## config.mk

```make
export PLATFORM = sky130hd
export DESIGN_NAME = tpm_fifo_top
export DESIGN_NICKNAME = d
export VERILOG_FILES = /design/src/hw/tpm_fifo_pkg.sv /design/src/hw/tpm_fifo_top.sv /design/src/hw/tpm_reg_decode.sv /design/src/hw/tpm_data_buffer.sv /design/src/hw/tpm_int_ctrl.sv /design/src/hw/tpm_sts_fsm.sv /design/src/hw/tpm_locality_arb.sv
export VERILOG_INCLUDE_DIRS = /design/src /design/src/hw
export SDC_FILE = /design/constraint.sdc
export NUM_CORES = 1
export LEC_CHECK = 0
export BUFFER_PORTS_ARGS = -buffer_cell sky130_fd_sc_hd__buf_2
export CAP_MARGIN = 10
export CELL_PAD_IN_SITES_DETAIL_PLACEMENT = 0
export CELL_PAD_IN_SITES_GLOBAL_PLACEMENT = 2
export CORE_ASPECT_RATIO = 1.75
export CORE_MARGIN = 5
export CORE_UTILIZATION = 43
export DETAILED_ROUTE_END_ITERATION = 8
export PLACE_DENSITY_LB_ADDON = 0.1
export SLEW_MARGIN = 20
export SYNTH_ARGS = -nofsm -noshare
export SYNTH_HDL_FRONTEND = slang
export SYNTH_SLANG_ARGS = --single-unit
```

## constraint.sdc

```tcl
create_clock -name clock -period 9.09 [get_ports clock]
set_clock_uncertainty 0.2 [all_clocks]
set_input_delay 2.2725 -clock clock [delete_from_list [all_inputs] [get_ports clock]]
set_output_delay 2.2725 -clock clock [all_outputs]
set_load 0.02 [all_outputs]
```

## src/hw/tpm_fifo_consts.svh

```systemverilog
// TPM FIFO register space constants
// Register offsets, data windows, sizes and static ID values
`ifndef TPM_FIFO_CONSTS_SVH
`define TPM_FIFO_CONSTS_SVH

// Sizes
`define TPM_NUM_LOC      5
`define TPM_ADDR_W       16
`define TPM_BUF_DEPTH    64
`define TPM_BUF_AW       6
`define TPM_BURST_COUNT  16'd64	// Static burstCount, TPM_STS bytes 1-2

// Register offsets, byte 0 of each register
`define TPM_ACCESS_OFS   12'h000
`define TPM_INT_EN_OFS   12'h008
`define TPM_INT_STS_OFS  12'h010
`define TPM_CAP_OFS      12'h014
`define TPM_STS_OFS      12'h018
`define TPM_IFID_OFS     12'h030
`define TPM_DIDVID_OFS   12'hF00
`define TPM_RID_OFS      12'hF04

// Data windows
`define TPM_FIFO_LO      12'h024
`define TPM_FIFO_HI      12'h027
`define TPM_XFIFO_LO     12'h080
`define TPM_XFIFO_HI     12'h083

// Static register contents, byte 3 first
`define TPM_CAP_BYTES    32'h3000_07D5	// Intf 1.3, 64B transfers, PIRQ low level
`define TPM_IFID_BYTES   32'h0006_0100	// FIFO interface, localities supported
`define TPM_STS_B3       8'h04		// tpmFamily TPM 2.0
`define TPM_DID          16'h5654
`define TPM_VID          16'h3037
`define TPM_RID          8'hFF

// Idle value of the read data bus
`define TPM_READ_IDLE    8'hFF

`endif
```

## src/hw/tpm_fifo_pkg.sv

```systemverilog
// TPM FIFO register space shared types
// Status lifecycle and locality arbiter state encodings
package tpm_fifo_pkg;

	// TPM_STS command lifecycle
	typedef enum logic [2:0]
	{
		IDLE       = 3'd0,	// No command, buffer empty
		READY      = 3'd1,	// commandReady set, waiting on first byte
		RECEPTION  = 3'd2,	// Command bytes arriving
		EXECUTION  = 3'd3,	// Engine owns the command
		COMPLETION = 3'd4	// Response waiting for the host
	} sts_state_t;

	// Active locality arbiter
	typedef enum logic [2:0]
	{
		LOC_NULL = 3'd0,	// Nobody holds the TPM
		LOC_REL  = 3'd1,	// Handover cycle
		LOC_0    = 3'd2,
		LOC_1    = 3'd3,
		LOC_2    = 3'd4,
		LOC_3    = 3'd5,
		LOC_4    = 3'd6	// Highest priority
	} loc_state_t;

endpackage

```

## src/hw/tpm_fifo_top.sv

```systemverilog
// TPM 2.0 FIFO register space top level
// Connects decoder, locality arbiter, status FSM, interrupts and buffers
`timescale 1ns/1ps
`include "tpm_fifo_consts.svh"

module tpm_fifo_top
(
	input  logic                     clock,
	input  logic                     reset_n,
	input  logic                     req_i,		// One byte per pulse
	input  logic                     we_i,
	input  logic [`TPM_ADDR_W-1:0]   addr_i,	// Locality in 15:12
	input  logic [7:0]               wdata_i,
	output logic [7:0]               rdata_o,
	input  logic [`TPM_BUF_AW-1:0]   cmd_rd_addr_i,
	output logic [7:0]               cmd_byte_o,
	input  logic                     rsp_we_i,
	input  logic [7:0]               rsp_byte_i,
	output logic                     exec_start_o,
	input  logic                     exec_done_i,
	output logic                     pirq_n_o,
	output logic [`TPM_NUM_LOC-1:0]  locality_o
);

	// Decoder strobes
	logic [`TPM_NUM_LOC-1:0] loc_grant_req, loc_seize, loc_release;
	logic cmd_ready_wr, go_wr, fifo_wr, fifo_rd;
	logic int_en_wr, int_glob_wr, int_stat_clr;
	logic [7:0] fifo_wdata, fifo_rdata;

	// Arbiter state
	logic [2:0] active_loc, seized_loc;
	logic loc_valid, seized, loc_change;
	logic [`TPM_NUM_LOC-1:0] pending;

	// Status and interrupt state
	tpm_fifo_pkg::sts_state_t sts_state;
	logic cmd_ready, expect_flag, data_avail, buf_clear;
	logic cmd_complete, rsp_empty;
	logic [31:0] int_enable;
	logic [7:0] int_status;
	wire exec_busy = (sts_state == tpm_fifo_pkg::EXECUTION);

	tpm_reg_decode i_tpm_reg_decode
	(
		.clock(clock), .reset_n(reset_n),
		.req_i(req_i), .we_i(we_i), .addr_i(addr_i), .wdata_i(wdata_i), .rdata_o(rdata_o),
		.active_loc_i(active_loc), .loc_valid_i(loc_valid), .pending_i(pending),
		.seized_i(seized), .seized_loc_i(seized_loc),
		.sts_state_i(sts_state), .cmd_ready_i(cmd_ready), .expect_i(expect_flag),
		.data_avail_i(data_avail), .int_enable_i(int_enable), .int_status_i(int_status),
		.fifo_rdata_i(fifo_rdata),
		.loc_grant_req_o(loc_grant_req), .loc_seize_o(loc_seize), .loc_release_o(loc_release),
		.cmd_ready_wr_o(cmd_ready_wr), .go_wr_o(go_wr),
		.fifo_wr_o(fifo_wr), .fifo_rd_o(fifo_rd), .fifo_wdata_o(fifo_wdata),
		.int_en_wr_o(int_en_wr), .int_glob_wr_o(int_glob_wr), .int_stat_clr_o(int_stat_clr)
	);

	tpm_locality_arb i_tpm_locality_arb
	(
		.clock(clock), .reset_n(reset_n),
		.loc_grant_req_i(loc_grant_req), .loc_seize_i(loc_seize), .loc_release_i(loc_release),
		.active_loc_o(active_loc), .loc_valid_o(loc_valid), .locality_o(locality_o),
		.seized_o(seized), .seized_loc_o(seized_loc), .loc_change_o(loc_change),
		.pending_o(pending)
	);

	tpm_sts_fsm i_tpm_sts_fsm
	(
		.clock(clock), .reset_n(reset_n),
		.cmd_ready_wr_i(cmd_ready_wr), .go_wr_i(go_wr), .fifo_wr_i(fifo_wr), .seized_i(seized),
		.cmd_complete_i(cmd_complete), .rsp_empty_i(rsp_empty), .exec_done_i(exec_done_i),
		.exec_start_o(exec_start_o), .sts_state_o(sts_state), .cmd_ready_o(cmd_ready),
		.expect_o(expect_flag), .data_avail_o(data_avail), .buf_clear_o(buf_clear)
	);

	tpm_int_ctrl i_tpm_int_ctrl
	(
		.clock(clock), .reset_n(reset_n),
		.en_wr_i(int_en_wr), .glob_wr_i(int_glob_wr), .stat_clr_i(int_stat_clr),
		.wdata_i(wdata_i), .cmd_ready_i(cmd_ready), .data_avail_i(data_avail),
		.loc_change_i(loc_change), .int_enable_o(int_enable), .int_status_o(int_status),
		.pirq_n_o(pirq_n_o)
	);

	tpm_data_buffer i_tpm_data_buffer
	(
		.clock(clock), .reset_n(reset_n),
		.clear_i(buf_clear), .fifo_wr_i(fifo_wr), .fifo_rd_i(fifo_rd), .wdata_i(fifo_wdata),
		.expect_i(expect_flag), .exec_i(exec_busy), .rdata_o(fifo_rdata),
		.cmd_complete_o(cmd_complete), .rsp_empty_o(rsp_empty),
		.cmd_rd_addr_i(cmd_rd_addr_i), .cmd_byte_o(cmd_byte_o),
		.rsp_we_i(rsp_we_i), .rsp_byte_i(rsp_byte_i)
	);

endmodule

```

## src/hw/tpm_reg_decode.sv

```systemverilog
// FIFO register space decoder
// Locality check, TPM_ACCESS bits, read mux and write strobes
`timescale 1ns/1ps
`include "tpm_fifo_consts.svh"

module tpm_reg_decode
(
	input  logic                     clock,
	input  logic                     reset_n,
	input  logic                     req_i,
	input  logic                     we_i,
	input  logic [`TPM_ADDR_W-1:0]   addr_i,
	input  logic [7:0]               wdata_i,
	output logic [7:0]               rdata_o,		// Valid the cycle after req_i
	input  logic [2:0]               active_loc_i,
	input  logic                     loc_valid_i,
	input  logic [`TPM_NUM_LOC-1:0]  pending_i,
	input  logic                     seized_i,
	input  logic [2:0]               seized_loc_i,
	input  tpm_fifo_pkg::sts_state_t sts_state_i,
	input  logic                     cmd_ready_i,
	input  logic                     expect_i,
	input  logic                     data_avail_i,
	input  logic [31:0]              int_enable_i,
	input  logic [7:0]               int_status_i,
	input  logic [7:0]               fifo_rdata_i,
	output logic [`TPM_NUM_LOC-1:0]  loc_grant_req_o,
	output logic [`TPM_NUM_LOC-1:0]  loc_seize_o,
	output logic [`TPM_NUM_LOC-1:0]  loc_release_o,
	output logic                     cmd_ready_wr_o,
	output logic                     go_wr_o,
	output logic                     fifo_wr_o,
	output logic                     fifo_rd_o,
	output logic [7:0]               fifo_wdata_o,
	output logic                     int_en_wr_o,
	output logic                     int_glob_wr_o,
	output logic                     int_stat_clr_o
);

	logic [11:0] ofs, ofs_word;
	logic [`TPM_NUM_LOC-1:0] loc_sel, been_seized, seize_set;
	logic loc_ok, allow, acc_hit, acc_wr, reg_wr, sts_wr, fifo_hit, rx_ok;
	logic [7:0] access_byte, sts_byte, rd_byte;
	logic [31:0] rd_word;

	assign ofs      = addr_i[11:0];
	assign ofs_word = {ofs[11:2], 2'b00};
	assign loc_ok   = addr_i[15:12] < `TPM_NUM_LOC;
	assign loc_sel  = {{(`TPM_NUM_LOC-1){1'b0}}, 1'b1} << addr_i[14:12];	// Zero past locality 4
	assign allow    = loc_ok && loc_valid_i && ({1'b0, active_loc_i} == addr_i[15:12]);
	assign acc_hit  = loc_ok && (ofs == `TPM_ACCESS_OFS);	// Open to every locality
	assign fifo_hit = (ofs >= `TPM_FIFO_LO && ofs <= `TPM_FIFO_HI) ||
	                  (ofs >= `TPM_XFIFO_LO && ofs <= `TPM_XFIFO_HI);

	// Write strobes
	assign acc_wr = req_i && we_i && acc_hit;
	assign reg_wr = req_i && we_i && allow;
	assign sts_wr = reg_wr && (ofs == `TPM_STS_OFS);
	assign rx_ok  = (sts_state_i == tpm_fifo_pkg::READY) ||
	                (sts_state_i == tpm_fifo_pkg::RECEPTION);

	assign loc_grant_req_o = (acc_wr && (wdata_i[1] || wdata_i[3])) ? loc_sel : '0;
	assign loc_seize_o     = (acc_wr && wdata_i[3]) ? loc_sel : '0;
	assign loc_release_o   = (acc_wr && wdata_i[5]) ? loc_sel : '0;
	assign cmd_ready_wr_o  = sts_wr && wdata_i[6];
	assign go_wr_o         = sts_wr && wdata_i[5];
	assign int_en_wr_o     = reg_wr && (ofs == `TPM_INT_EN_OFS);
	assign int_glob_wr_o   = reg_wr && (ofs == `TPM_INT_EN_OFS + 12'd3);
	assign int_stat_clr_o  = reg_wr && (ofs == `TPM_INT_STS_OFS);
	assign fifo_wr_o       = reg_wr && fifo_hit && rx_ok;	// Writes outside Ready/Reception dropped
	assign fifo_rd_o       = req_i && !we_i && allow && fifo_hit && data_avail_i;
	assign fifo_wdata_o    = wdata_i;

	// beenSeized per locality, set by the arbiter, cleared by writing bit 4
	assign seize_set = seized_i ? ({{(`TPM_NUM_LOC-1){1'b0}}, 1'b1} << seized_loc_i) : '0;

	always_ff @(posedge clock or negedge reset_n)
	begin
		if (!reset_n)
			been_seized <= '0;
		else
			been_seized <= seize_set | (been_seized & ~((acc_wr && wdata_i[4]) ? loc_sel : '0));
	end

	// TPM_ACCESS for the addressed locality
	assign access_byte =
	{
		1'b1,				// tpmRegValidSts
		1'b0,
		allow,				// activeLocality
		|(been_seized & loc_sel),
		1'b0,				// Seize reads 0
		|(pending_i & ~loc_sel),	// pendingRequest from others
		|(pending_i & loc_sel),		// requestUse
		1'b1				// tpmEstablishment
	};

	// stsValid always set, no internal delay
	assign sts_byte = {1'b1, cmd_ready_i, 1'b0, data_avail_i, expect_i, 3'b000};

	always_comb
	begin
		case (ofs_word)
		`TPM_ACCESS_OFS:  rd_word = {24'hFF_FFFF, access_byte};
		`TPM_INT_EN_OFS:  rd_word = int_enable_i;
		`TPM_INT_STS_OFS: rd_word = {24'd0, int_status_i};
		`TPM_CAP_OFS:     rd_word = `TPM_CAP_BYTES;
		`TPM_STS_OFS:     rd_word = {`TPM_STS_B3, `TPM_BURST_COUNT, sts_byte};
		`TPM_IFID_OFS:    rd_word = `TPM_IFID_BYTES;
		`TPM_DIDVID_OFS:  rd_word = {`TPM_DID, `TPM_VID};
		`TPM_RID_OFS:     rd_word = {24'hFF_FFFF, `TPM_RID};
		default:          rd_word = {4{`TPM_READ_IDLE}};
		endcase

		if (fifo_hit)
			rd_byte = data_avail_i ? fifo_rdata_i : `TPM_READ_IDLE;	// Empty window reads idle
		else
			rd_byte = rd_word[{ofs[1:0], 3'b000} +: 8];

		if (!allow && !acc_hit)
			rd_byte = `TPM_READ_IDLE;	// Other localities see nothing
	end

	always_ff @(posedge clock or negedge reset_n)
	begin
		if (!reset_n)
			rdata_o <= `TPM_READ_IDLE;
		else
			rdata_o <= (req_i && !we_i) ? rd_byte : `TPM_READ_IDLE;
	end

endmodule

```

## src/hw/tpm_data_buffer.sv

```systemverilog
// Command and response byte buffers
// Captures the header size field and tracks fill and drain counts
`timescale 1ns/1ps
`include "tpm_fifo_consts.svh"

module tpm_data_buffer
(
	input  logic                   clock,
	input  logic                   reset_n,
	input  logic                   clear_i,
	input  logic                   fifo_wr_i,
	input  logic                   fifo_rd_i,
	input  logic [7:0]             wdata_i,
	input  logic                   expect_i,
	input  logic                   exec_i,
	output logic [7:0]             rdata_o,		// Head of response, combinational
	output logic                   cmd_complete_o,
	output logic                   rsp_empty_o,
	input  logic [`TPM_BUF_AW-1:0] cmd_rd_addr_i,
	output logic [7:0]             cmd_byte_o,
	input  logic                   rsp_we_i,
	input  logic [7:0]             rsp_byte_i
);

	logic [7:0] cmd_mem [`TPM_BUF_DEPTH];
	logic [7:0] rsp_mem [`TPM_BUF_DEPTH];
	logic [`TPM_BUF_AW:0] cmd_cnt, rsp_wr_cnt, rsp_rd_cnt;	// MSB set means full
	logic [31:0] cmd_size;		// Big-endian header bytes 2-5
	logic cmd_take, rsp_take, rd_take;

	// First byte lands in Ready before Expect rises
	assign cmd_take = fifo_wr_i && (expect_i || cmd_cnt == '0) && !cmd_cnt[`TPM_BUF_AW];
	assign rsp_take = rsp_we_i && exec_i && !rsp_wr_cnt[`TPM_BUF_AW];
	assign rd_take  = fifo_rd_i && !rsp_empty_o;

	assign cmd_complete_o = (cmd_cnt >= 6) && (32'(cmd_cnt) >= cmd_size);
	assign rsp_empty_o    = (rsp_rd_cnt == rsp_wr_cnt);
	assign rdata_o        = rsp_mem[rsp_rd_cnt[`TPM_BUF_AW-1:0]];
	assign cmd_byte_o     = cmd_mem[cmd_rd_addr_i];

	always_ff @(posedge clock)
	begin
		if (cmd_take)
			cmd_mem[cmd_cnt[`TPM_BUF_AW-1:0]] <= wdata_i;
		if (rsp_take)
			rsp_mem[rsp_wr_cnt[`TPM_BUF_AW-1:0]] <= rsp_byte_i;
	end

	always_ff @(posedge clock or negedge reset_n)
	begin
		if (!reset_n)
		begin
			cmd_cnt    <= '0;
			rsp_wr_cnt <= '0;
			rsp_rd_cnt <= '0;
			cmd_size   <= '0;
		end
		else if (clear_i)
		begin
			cmd_cnt    <= '0;
			rsp_wr_cnt <= '0;
			rsp_rd_cnt <= '0;
			cmd_size   <= '0;
		end
		else
		begin
			if (cmd_take)
			begin
				cmd_cnt <= cmd_cnt + 1'b1;
				if (cmd_cnt >= 2 && cmd_cnt <= 5)
					cmd_size <= {cmd_size[23:0], wdata_i};	// Shift in MSB first
			end
			if (rsp_take)
				rsp_wr_cnt <= rsp_wr_cnt + 1'b1;
			if (rd_take)
				rsp_rd_cnt <= rsp_rd_cnt + 1'b1;
		end
	end

	a_rsp_in_exec: assert property (@(posedge clock) disable iff (!reset_n)
		rsp_we_i |-> exec_i);

endmodule

```

## src/hw/tpm_int_ctrl.sv

```systemverilog
// Interrupt block
// TPM_INT_ENABLE, sticky TPM_INT_STATUS and the active-low PIRQ
`timescale 1ns/1ps

module tpm_int_ctrl
(
	input  logic        clock,
	input  logic        reset_n,
	input  logic        en_wr_i,		// TPM_INT_ENABLE byte 0
	input  logic        glob_wr_i,		// TPM_INT_ENABLE byte 3
	input  logic        stat_clr_i,		// TPM_INT_STATUS byte 0
	input  logic [7:0]  wdata_i,
	input  logic        cmd_ready_i,
	input  logic        data_avail_i,
	input  logic        loc_change_i,
	output logic [31:0] int_enable_o,
	output logic [7:0]  int_status_o,
	output logic        pirq_n_o
);

	logic glob_en, cr_en, lc_en, da_en;
	logic cr_sts, lc_sts, da_sts;
	logic cr_q, da_q;	// Previous flag values for edge detect
	logic cr_set, lc_set, da_set;

	assign cr_set = glob_en && cr_en && cmd_ready_i && !cr_q;
	assign da_set = glob_en && da_en && data_avail_i && !da_q;
	assign lc_set = glob_en && lc_en && loc_change_i;	// Level, every handover cycle

	always_ff @(posedge clock or negedge reset_n)
	begin
		if (!reset_n)
		begin
			{glob_en, cr_en, lc_en, da_en} <= 4'b0000;
			{cr_sts, lc_sts, da_sts} <= 3'b000;
			{cr_q, da_q} <= 2'b00;
		end
		else
		begin
			cr_q <= cmd_ready_i;
			da_q <= data_avail_i;
			if (glob_wr_i)
				glob_en <= wdata_i[7];
			if (en_wr_i)
			begin
				cr_en <= wdata_i[7];
				lc_en <= wdata_i[2];
				da_en <= wdata_i[0];
			end
			// Write 1 clears, a new cause wins
			cr_sts <= cr_set | (cr_sts & ~(stat_clr_i & wdata_i[7]));
			lc_sts <= lc_set | (lc_sts & ~(stat_clr_i & wdata_i[2]));
			da_sts <= da_set | (da_sts & ~(stat_clr_i & wdata_i[0]));
		end
	end

	// typePolarity fixed at 01, level low
	assign int_enable_o = {glob_en, 7'd0, 16'd0, cr_en, 2'b00, 2'b01, lc_en, 1'b0, da_en};
	assign int_status_o = {cr_sts, 4'd0, lc_sts, 1'b0, da_sts};
	assign pirq_n_o     = ~(cr_sts | lc_sts | da_sts);

endmodule

```

## src/hw/tpm_sts_fsm.sv

```systemverilog
// TPM_STS command lifecycle FSM
// Drives commandReady, Expect, dataAvail and the engine start pulse
`timescale 1ns/1ps

module tpm_sts_fsm
(
	input  logic                     clock,
	input  logic                     reset_n,
	input  logic                     cmd_ready_wr_i,
	input  logic                     go_wr_i,
	input  logic                     fifo_wr_i,
	input  logic                     seized_i,		// Seize aborts any command
	input  logic                     cmd_complete_i,
	input  logic                     rsp_empty_i,
	input  logic                     exec_done_i,
	output logic                     exec_start_o,
	output tpm_fifo_pkg::sts_state_t sts_state_o,
	output logic                     cmd_ready_o,
	output logic                     expect_o,
	output logic                     data_avail_o,
	output logic                     buf_clear_o
);

	tpm_fifo_pkg::sts_state_t state_next;

	always_comb
	begin
		state_next = sts_state_o;
		case (sts_state_o)
		tpm_fifo_pkg::IDLE:
			if (cmd_ready_wr_i)
				state_next = tpm_fifo_pkg::READY;
		tpm_fifo_pkg::READY:
			if (fifo_wr_i)
				state_next = tpm_fifo_pkg::RECEPTION;	// First command byte
		tpm_fifo_pkg::RECEPTION:
			if (cmd_ready_wr_i)
				state_next = tpm_fifo_pkg::IDLE;
			else if (go_wr_i && cmd_complete_i)
				state_next = tpm_fifo_pkg::EXECUTION;	// go ignored on a partial command
		tpm_fifo_pkg::EXECUTION:
			if (cmd_ready_wr_i)
				state_next = tpm_fifo_pkg::IDLE;
			else if (exec_done_i)
				state_next = tpm_fifo_pkg::COMPLETION;
		tpm_fifo_pkg::COMPLETION:
			if (cmd_ready_wr_i)
				state_next = tpm_fifo_pkg::IDLE;
		default:
			state_next = tpm_fifo_pkg::IDLE;
		endcase
		if (seized_i)
			state_next = tpm_fifo_pkg::IDLE;
	end

	always_ff @(posedge clock or negedge reset_n)
	begin
		if (!reset_n)
		begin
			sts_state_o  <= tpm_fifo_pkg::IDLE;
			exec_start_o <= 1'b0;
		end
		else
		begin
			sts_state_o  <= state_next;
			exec_start_o <= (sts_state_o == tpm_fifo_pkg::RECEPTION) &&
			                (state_next == tpm_fifo_pkg::EXECUTION);
		end
	end

	// Status flags straight from the state
	assign cmd_ready_o  = (sts_state_o == tpm_fifo_pkg::READY);
	assign expect_o     = (sts_state_o == tpm_fifo_pkg::RECEPTION) && !cmd_complete_i;
	assign data_avail_o = (sts_state_o == tpm_fifo_pkg::COMPLETION) && !rsp_empty_i;
	// Any drop back to Idle flushes both buffers
	assign buf_clear_o  = (sts_state_o != tpm_fifo_pkg::IDLE) &&
	                      (state_next == tpm_fifo_pkg::IDLE);

	a_start_pulse: assert property (@(posedge clock) disable iff (!reset_n)
		exec_start_o |=> !exec_start_o);

endmodule

```

## src/hw/tpm_locality_arb.sv

```systemverilog
// Locality arbiter
// Tracks requestUse bits and hands the TPM to the highest requester
`timescale 1ns/1ps
`include "tpm_fifo_consts.svh"

module tpm_locality_arb
(
	input  logic                    clock,
	input  logic                    reset_n,
	input  logic [`TPM_NUM_LOC-1:0] loc_grant_req_i,	// requestUse strobes
	input  logic [`TPM_NUM_LOC-1:0] loc_seize_i,
	input  logic [`TPM_NUM_LOC-1:0] loc_release_i,	// activeLocality write of 1
	output logic [2:0]              active_loc_o,
	output logic                    loc_valid_o,
	output logic [`TPM_NUM_LOC-1:0] locality_o,
	output logic                    seized_o,
	output logic [2:0]              seized_loc_o,
	output logic                    loc_change_o,
	output logic [`TPM_NUM_LOC-1:0] pending_o
);

	tpm_fifo_pkg::loc_state_t state, state_next;
	logic [`TPM_NUM_LOC-1:0] req_use, req_all, grant_mask;
	logic [2:0] top_req;
	logic any_req, seize_hi;

	assign loc_valid_o  = (state >= tpm_fifo_pkg::LOC_0) && (state <= tpm_fifo_pkg::LOC_4);
	assign active_loc_o = loc_valid_o ? 3'(state - tpm_fifo_pkg::LOC_0) : 3'd0;
	assign locality_o   = loc_valid_o ? ({{(`TPM_NUM_LOC-1){1'b0}}, 1'b1} << active_loc_o) : '0;
	assign loc_change_o = (state == tpm_fifo_pkg::LOC_REL);
	assign pending_o    = req_use;

	// Requests from the owner itself are ignored
	assign req_all = req_use | (loc_grant_req_i & ~locality_o);
	assign any_req = |req_all;

	// Highest pending request wins by index
	always_comb
	begin
		top_req = 3'd0;
		for (int i = 0; i < `TPM_NUM_LOC; i++)
			if (req_all[i])
				top_req = 3'(i);
	end

	// Seize only counts from above the owner
	always_comb
	begin
		seize_hi = 1'b0;
		for (int i = 0; i < `TPM_NUM_LOC; i++)
			if (loc_seize_i[i] && loc_valid_o && (3'(i) > active_loc_o))
				seize_hi = 1'b1;
	end

	always_comb
	begin
		state_next = state;
		case (state)
		tpm_fifo_pkg::LOC_NULL:
			state_next = any_req ? tpm_fifo_pkg::LOC_REL : tpm_fifo_pkg::LOC_NULL;
		tpm_fifo_pkg::LOC_REL:		// Grant or fall back to nobody
			state_next = any_req ? tpm_fifo_pkg::loc_state_t'(tpm_fifo_pkg::LOC_0 + top_req)
			                     : tpm_fifo_pkg::LOC_NULL;
		default:
			if (seize_hi || |(loc_release_i & locality_o))
				state_next = tpm_fifo_pkg::LOC_REL;
		endcase
	end

	// Winner's request bit drops at the grant
	assign grant_mask = (loc_change_o && any_req) ?
		({{(`TPM_NUM_LOC-1){1'b0}}, 1'b1} << top_req) : '0;

	always_ff @(posedge clock or negedge reset_n)
	begin
		if (!reset_n)
		begin
			state        <= tpm_fifo_pkg::LOC_NULL;
			req_use      <= '0;
			seized_o     <= 1'b0;
			seized_loc_o <= 3'd0;
		end
		else
		begin
			state        <= state_next;
			req_use      <= req_all & ~loc_release_i & ~grant_mask;	// Relinquish drops a pending request
			seized_o     <= seize_hi;		// High during the handover cycle
			seized_loc_o <= active_loc_o;	// Loser of the seize
		end
	end

	// A grant lands on exactly one locality that was asking for use
	a_loc_onehot: assert property (@(posedge clock) disable iff (!reset_n)
		(loc_change_o && any_req) |=> $onehot(locality_o) &&
			((locality_o & ~$past(req_all)) == '0));

endmodule

```

==> flow_metrics.env, run 1 <==
export IMPL_endpoint_kind="output pin"
export IMPL_r2r_setup_slack_ps=3030
export IMPL_post_synth_main_area_contributors="edfxtp_1 (68%), mux4_2 (14%), dfrtp_1 (4.6%), mux2i_1 (2.0%), nor2_1 (1.9%)"
export IMPL_p_sw_share_pct=20.4
export IMPL_antenna_found_initial=9
export IMPL_cp_max_fo=52
export IMPL_grt_max_degree=71
export IMPL_final_setup_tns_ps=0
export IMPL_worst_r2r_path_depth=9
export IMPL_cpMostUsedCell="mux4_2"
export IMPL_routedWlPerCell_um=32.1
export IMPL_reg2reg_to="i_tpm_data_buffer.cmd_mem[21][1]$_DFFE_PP_"
export IMPL_ys_async_sr_fraction_pct=8.16
export IMPL_grt_pass1_wl_um=180000
export IMPL_syn_nets=2463
export IMPL_ir_worst_vdd_v=0.000162
export IMPL_crit_family="multiplexers"
export IMPL_ant_nets=0
export IMPL_finalCriticalPeriod_ps=7530
export IMPL_synthDominantCellAreaShare_pct=68.1
export IMPL_die_h_um=439
export IMPL_status="finished clean"
export IMPL_yosysMostFrequentCell="edfxtp_1"
export IMPL_path_cells="clkbuf_8 -> buf_12 -> mux4_2 -> mux4_2 -> mux4_2 -> buf_2"
export IMPL_start_util_pct=43.2
export IMPL_p_int_mw=8.18
export IMPL_rows=157
export IMPL_cp_num_buf_inv=3
export IMPL_timing_rr_start="i_tpm_locality_arb.state[1]$_DFFE_PN0P_"
export IMPL_drtIter0Drc=1629
export IMPL_ys_ff_latch=1115
export IMPL_maxCapViolations=0
export IMPL_cp_arrival_ps=5060
export IMPL_syn_cell_area_sq_um=45100
export IMPL_grt_overflow_total=0
export IMPL_worst_pin_slew_ps=1290
export IMPL_vias=23000
export IMPL_required_ps=6620
export IMPL_final_net_count=2542
export IMPL_grt_pass1_vias=24300
export IMPL_htreeDepth=3
export IMPL_setup_viol=0
export IMPL_cp_endpoint="cmd_byte_o[4]"
export IMPL_p_leak_nw=16.1
export IMPL_synthFlopType="edfxtp_1"
export IMPL_routabilityCongestion=0.829
export IMPL_clk_pin_slew_ps=70
export IMPL_area_delta_synth_final_pct=11.6
export IMPL_fin_util_pct=48.2
export IMPL_ys_warn_count=0
export IMPL_fin_area_sq_um=50400
export IMPL_slew_viol_final=0
export IMPL_setup_slack_ps=1560
export IMPL_cts_tree="yes"
export IMPL_track_usage_pct=22.6
export IMPL_p_clk_share_pct=42.6
export IMPL_clock_root_buffer="clkbuf_16"
export IMPL_fp_dieArea_sq_um=112000
export IMPL_synth_edf_count=1024
export IMPL_insertion_delay_ps=700
export IMPL_rsz0062_at_grt="no"
export IMPL_slowest_delay_ps=620
export IMPL_clock_sinks=1115
export IMPL_cp_start_kind="input pin"
export IMPL_synth_seq_area_share_pct=73.2
export IMPL_ctsLongestPathBuffers=3
export IMPL_combinationalPowerShare_pct=2.9
export IMPL_yosys_cell_types_count=84
export IMPL_finalCritPeriodShare_pct=82.9
export IMPL_finalHoldViolations=0
export IMPL_layout_drive_gt1_share_pct=22.5
export IMPL_hp_class="register to register"
export IMPL_cts_setup_buffers=0
export IMPL_synth_top_cell_by_area="edfxtp_1"
export IMPL_routed_wl_um=126000
export IMPL_cp_depth=6
export IMPL_setup_worst_path_start="cmd_rd_addr_i[0]"
export IMPL_p_switching_mw=2.09
export IMPL_port_buffer_count=66
export IMPL_dieWidth_um=255
export IMPL_hpwl_um=85300
export IMPL_cts_buffers_inserted=102
export IMPL_relSlewSlack_pct=13.2
export IMPL_cts_resized=0
export IMPL_cellPowerDensity_nw_per_um2=204
export IMPL_postPlaceCellArea_sq_um=47000
export IMPL_syn_area_per_cell_sq_um=18.8
export IMPL_viasPerCell=5.86
export IMPL_detailedPlace_worstSlack_ps=1550
export IMPL_fmax_mhz=133
export IMPL_core_area_sq_um=105000
export IMPL_firstDrtPassIters=5
export IMPL_crit_type="input pin to output pin"
export IMPL_drcViolationCount=0
export IMPL_io_pins=67
export IMPL_cp_slowest_cell="mux4_2"
export IMPL_synth_commonest_cells="edfxtp_1 (1024), mux4_2 (274), nor2_1 (232)"
export IMPL_pwr_share_seq_pct=54.5
export IMPL_synth_cells=2403
export IMPL_ctsHoldBuffers=0
worst min-delay path by stage:
stage / from / to / slack, ps / cells past startpoint
finish: i_tpm_int_ctrl.da_q$_DFF_PN0_ / i_tpm_int_ctrl.da_sts$_DFF_PN0_ / 240 / 1
global route: i_tpm_int_ctrl.da_q$_DFF_PN0_ / i_tpm_int_ctrl.da_sts$_DFF_PN0_ / 260 / 1
CTS: i_tpm_int_ctrl.da_q$_DFF_PN0_ / i_tpm_int_ctrl.da_sts$_DFF_PN0_ / 240 / 1
detailed placement: i_tpm_int_ctrl.da_q$_DFF_PN0_ / i_tpm_int_ctrl.da_sts$_DFF_PN0_ / 220 / 1
global placement: i_tpm_int_ctrl.da_q$_DFF_PN0_ / i_tpm_int_ctrl.da_sts$_DFF_PN0_ / 220 / 1
floorplan: i_tpm_int_ctrl.da_q$_DFF_PN0_ / i_tpm_int_ctrl.da_sts$_DFF_PN0_ / 210 / 1
power groups by stage:
| stage | clock network (mW) | registers [mW] | logic [mW] |
|---|---|---|---|
| floorplan | 0 | 5.71 | 0.141 |
| global placement | 0 | 5.71 | 0.299 |
| detailed placement | 0 | 5.71 | 0.309 |
| CTS | 4.48 | 5.60 | 0.310 |
| global route | 4.68 | 5.59 | 0.322 |
| finish | 4.38 | 5.60 | 0.300 |
flip-flops by register name, indices dropped and copies added, names as in the netlist, 3 cells and up:
register and count:
i_tpm_reg_decode.been_seized 5, i_tpm_data_buffer.cmd_size 32, i_tpm_data_buffer.cmd_mem 512, i_tpm_locality_arb.pending_o 5, i_tpm_sts_fsm.sts_state_o 3, i_tpm_data_buffer.rsp_mem 512
i_tpm_locality_arb.seized_loc_o 3, i_tpm_data_buffer.rsp_rd_cnt 7, i_tpm_data_buffer.rsp_wr_cnt 7, i_tpm_data_buffer.cmd_cnt 7, i_tpm_reg_decode.rdata_o 8, i_tpm_locality_arb.state 3
worst register-to-register path, delay by kind of cell, from the launching register on:
kind            cells  cell delay, ps
compound gates      2            1340
simple gates        5            2870
fa+ha+maj           1             470
flops               1             680
buf+inv             1             130
cells in the final DEF (no fill, tap or decap), types with 26 or more instances in the layout:
master     count
nor2_1       229
buf_2         63
edfxtp_1    1024
mux2i_1       90
mux4_2       274
buf_4         42
nand2_1       89
inv_1         26
dfrtp_1       81
o21ai_0       47
clkbuf_16    104
a21oi_1       39
metrics by stage:
stage          cells  hold slack (ps)  power [mW]
6_report        3917              238        10.3
5_1_grt         3915              262        10.6
4_1_cts         3914              242        10.4
3_5_place_dp    3729              221        6.02
3_3_place_gp    3729              220        6.01
2_1_floorplan   2403              205        5.85
metal layers:
metal  share of wire [%]  global-route usage, %  vias to the layer above  wire length (um)
met1                  34                   24.6                    12200             43300
met3                 3.6                   2.78                      236              4560
met2                  56                   42.4                      633             70200
met4                 6.1                   12.0                        4              7660
li1                    -                      -                     9898                 -
met5               0.024                      0                        -                30
cell families (layout without fill, tap and decap cells):
| group | after synthesis | count (layout) | synth area share (%) |
|---|---|---|---|
| flip-flops | 1115 | 1115 | 73.2 |
| multiplexers | 366 | 366 | 15.7 |
| AND/OR/NAND/NOR | 501 | 501 | 5.27 |
| buffers and inverters | 162 | 322 | 1.52 |
| adder cells (fa/ha/maj) | 17 | 17 | 0.466 |
| other | 0 | 3 | 0 |
| XOR/XNOR | 23 | 23 | 0.463 |
| AO/OA/AOI/OAI | 219 | 219 | 3.38 |
cell type report:
| class | count | area, sq um |
|---|---|---|
| clock inverter | 60 | 673 |
| fill | 8698 | 54100 |
| tap | 1351 | 1690 |
| inverter | 27 | 101 |
| timing repair buffer | 110 | 724 |
| clock buffer | 125 | 2690 |
| sequential | 1115 | 33000 |
| antenna | 3 | 7.51 |
| multi-input combinational | 1126 | 11400 |
Power figures use the tool's default switching activity.
==> inputs of run 2 (changes only) <==
==> constraint.sdc (replaced) <==
create_clock -name clock -period 7.5 [get_ports clock]
set_clock_uncertainty 0.2 [all_clocks]
set_input_delay 1.875 -clock clock [delete_from_list [all_inputs] [get_ports clock]]
set_output_delay 1.875 -clock clock [all_outputs]
set_load 0.02 [all_outputs]
==> run 2 against run 1 <==
Compared with the run above:
- total power rose by 22%
- setup slack got worse by 670 ps
- combinational power rose by 23%
- non-clock buffer count rose by 7
- flip-flop and latch count did not move
- count of clock-buffer cells in the layout fell by 8
- cell count rose by 0.10%
- highest routed layer unchanged
==> flow_metrics.env, run 2 (synthesis gave the netlist of run 1 again) <==
export IMPL_status="finished clean"
export IMPL_die_h_um=439
export IMPL_r2r_setup_slack_ps=2190
export IMPL_track_usage_pct=22.2
export IMPL_port_buffer_count=66
export IMPL_topRoutingLayerUsed="met5"
export IMPL_area_delta_synth_final_pct=11.9
export IMPL_timing_rr_start="i_tpm_locality_arb.state[1]$_DFFE_PN0P_"
export IMPL_cp_arrival_ps=4530
export IMPL_hold_start="i_tpm_int_ctrl.da_q$_DFF_PN0_"
export IMPL_p_switching_mw=2.54
export IMPL_hp_class="register to register"
export IMPL_final_setup_tns_ps=0
export IMPL_mostFrequentLayoutCell="edfxtp_1"
export IMPL_drtIter0Drc=1767
export IMPL_relSlewSlack_pct=24.3
export IMPL_worst_pin_slew_ps=1130
export IMPL_p_sw_share_pct=20.3
export IMPL_cts_resized=0
export IMPL_fp_dieArea_sq_um=112000
export IMPL_reg2reg_to="i_tpm_data_buffer.cmd_mem[48][4]$_DFFE_PP_"
export IMPL_cp_max_fo=38
export IMPL_drcViolationCount=0
export IMPL_antenna_cells=0
export IMPL_vias=22800
export IMPL_clk_pin_slew_ps=70
export IMPL_p_clk_share_pct=43.0
export IMPL_htreeDepth=3
export IMPL_met1_length_um=43000
export IMPL_clock_root_buffer="clkbuf_16"
export IMPL_core_area_sq_um=105000
export IMPL_final_cell_mix="edfxtp_1 (1024), mux4_2 (274), nor2_1 (226)"
export IMPL_grt_pass1_vias=24400
export IMPL_routed_wl_um=123000
export IMPL_finalCriticalPeriod_ps=6610
export IMPL_fmax_mhz=151
export IMPL_p_leak_nw=16.2
export IMPL_worst_r2r_path_depth=10
export IMPL_cp_start_kind="input pin"
export IMPL_final_net_count=2548
export IMPL_hold_depth=1
export IMPL_crit_type="input pin to output pin"
export IMPL_rows=157
export IMPL_ir_worst_vdd_v=0.000202
export IMPL_grt_overflow_total=0
export IMPL_finalCritPeriodShare_pct=88.1
export IMPL_routabilityCongestion=0.822
export IMPL_cellPowerDensity_nw_per_um2=248
export IMPL_final_cells=3921
export IMPL_cts_setup_buffers=0
export IMPL_start_util_pct=43.2
export IMPL_slew_viol_final=0
export IMPL_dieWidth_um=255
export IMPL_dpl_cell_count=3736
export IMPL_setup_viol=0
export IMPL_wl_met3_um=4550
export IMPL_io_pins=67
export IMPL_insertion_delay_ps=700
export IMPL_finalHoldViolations=0
export IMPL_combinationalPowerShare_pct=2.9
export IMPL_cts_tree="yes"
export IMPL_required_ps=5430
export IMPL_viasPerCell=5.82
export IMPL_grt_pass1_wl_um=178000
export IMPL_pwr_share_seq_pct=54.1
export IMPL_firstDrtPassIters=5
export IMPL_antenna_found_initial=2
export IMPL_fin_util_pct=48.3
export IMPL_wl_met2_um=70900
export IMPL_hpwl_um=83900
export IMPL_ctsHoldBuffers=0
export IMPL_grt_max_degree=68
export IMPL_maxCapViolations=0
export IMPL_whs_endpoint="i_tpm_int_ctrl.da_sts$_DFF_PN0_"
export IMPL_p_int_mw=10.0
export IMPL_routedWlPerCell_um=31.4
export IMPL_endpoint_kind="output pin"
export IMPL_cts_buffers_inserted=101
export IMPL_clock_sinks=1115
export IMPL_ctsLongestPathBuffers=3
export IMPL_rsz0062_at_grt="no"
export IMPL_layout_drive_gt1_share_pct=22.9
export IMPL_ant_nets=0
export IMPL_fillers=8736
-- run 2: layer usage --
metal | GRT usage, % | up-vias
li1 | - | 9904
met1 | 24.8 | 12100
met2 | 42.9 | 611
met3 | 2.60 | 171
met4 | 8.16 | 2
met5 | 0 | -
-- run 2: power groups by stage --
stage                     clock network (mW)  logic [mW]  registers (mW)
final                                   5.39       0.368            6.78
after global routing                    5.76       0.395            6.78
after CTS                               5.51       0.379            6.78
after detailed placement                   0       0.379            6.92
after global placement                     0       0.369            6.92
after floorplan                            0       0.171            6.92
-- run 2: how the worst max path moves through the flow --
| stage | startpoint | to | slack (ps) | depth (start not counted) |
|---|---|---|---|---|
| finish | cmd_rd_addr_i[0] | cmd_byte_o[2] | 890 | 6 |
| global placement | cmd_rd_addr_i[0] | cmd_byte_o[5] | 850 | 6 |
| global route | cmd_rd_addr_i[0] | cmd_byte_o[5] | 710 | 6 |
| floorplan | cmd_rd_addr_i[0] | cmd_byte_o[0] | 1180 | 5 |
| detailed placement | cmd_rd_addr_i[0] | cmd_byte_o[5] | 820 | 6 |
| CTS | cmd_rd_addr_i[0] | cmd_byte_o[5] | 830 | 6 |
-- run 2: area by class of cell --
class	instances	area, sq um	share of cell area (%)
Multi-Input combinational cell	1126	11500	22.7
Clock inverter	68	785	1.55
Sequential cell	1115	33000	65.4
Inverter	27	101	0.201
Timing Repair Buffer	117	790	1.56
Tap cell	1351	1690	3.35
Clock buffer	117	2650	5.25
-- run 2: critical path: stages --
cell,delay [ps]
clkbuf_8,420
buf_4,420
mux4_2,550
mux4_2,550
mux4_2,500
buf_2,180
-- run 2: stage by stage --
step	instance area, sq um	hold slack, ps	total power [mW]	worst slack (ps)
CTS	50500	222	12.7	825
global route	50500	255	12.9	705
detailed placement	47100	212	7.30	820
floorplan	45100	205	7.09	1180
global placement	47100	219	7.28	851
finish	50500	222	12.5	892
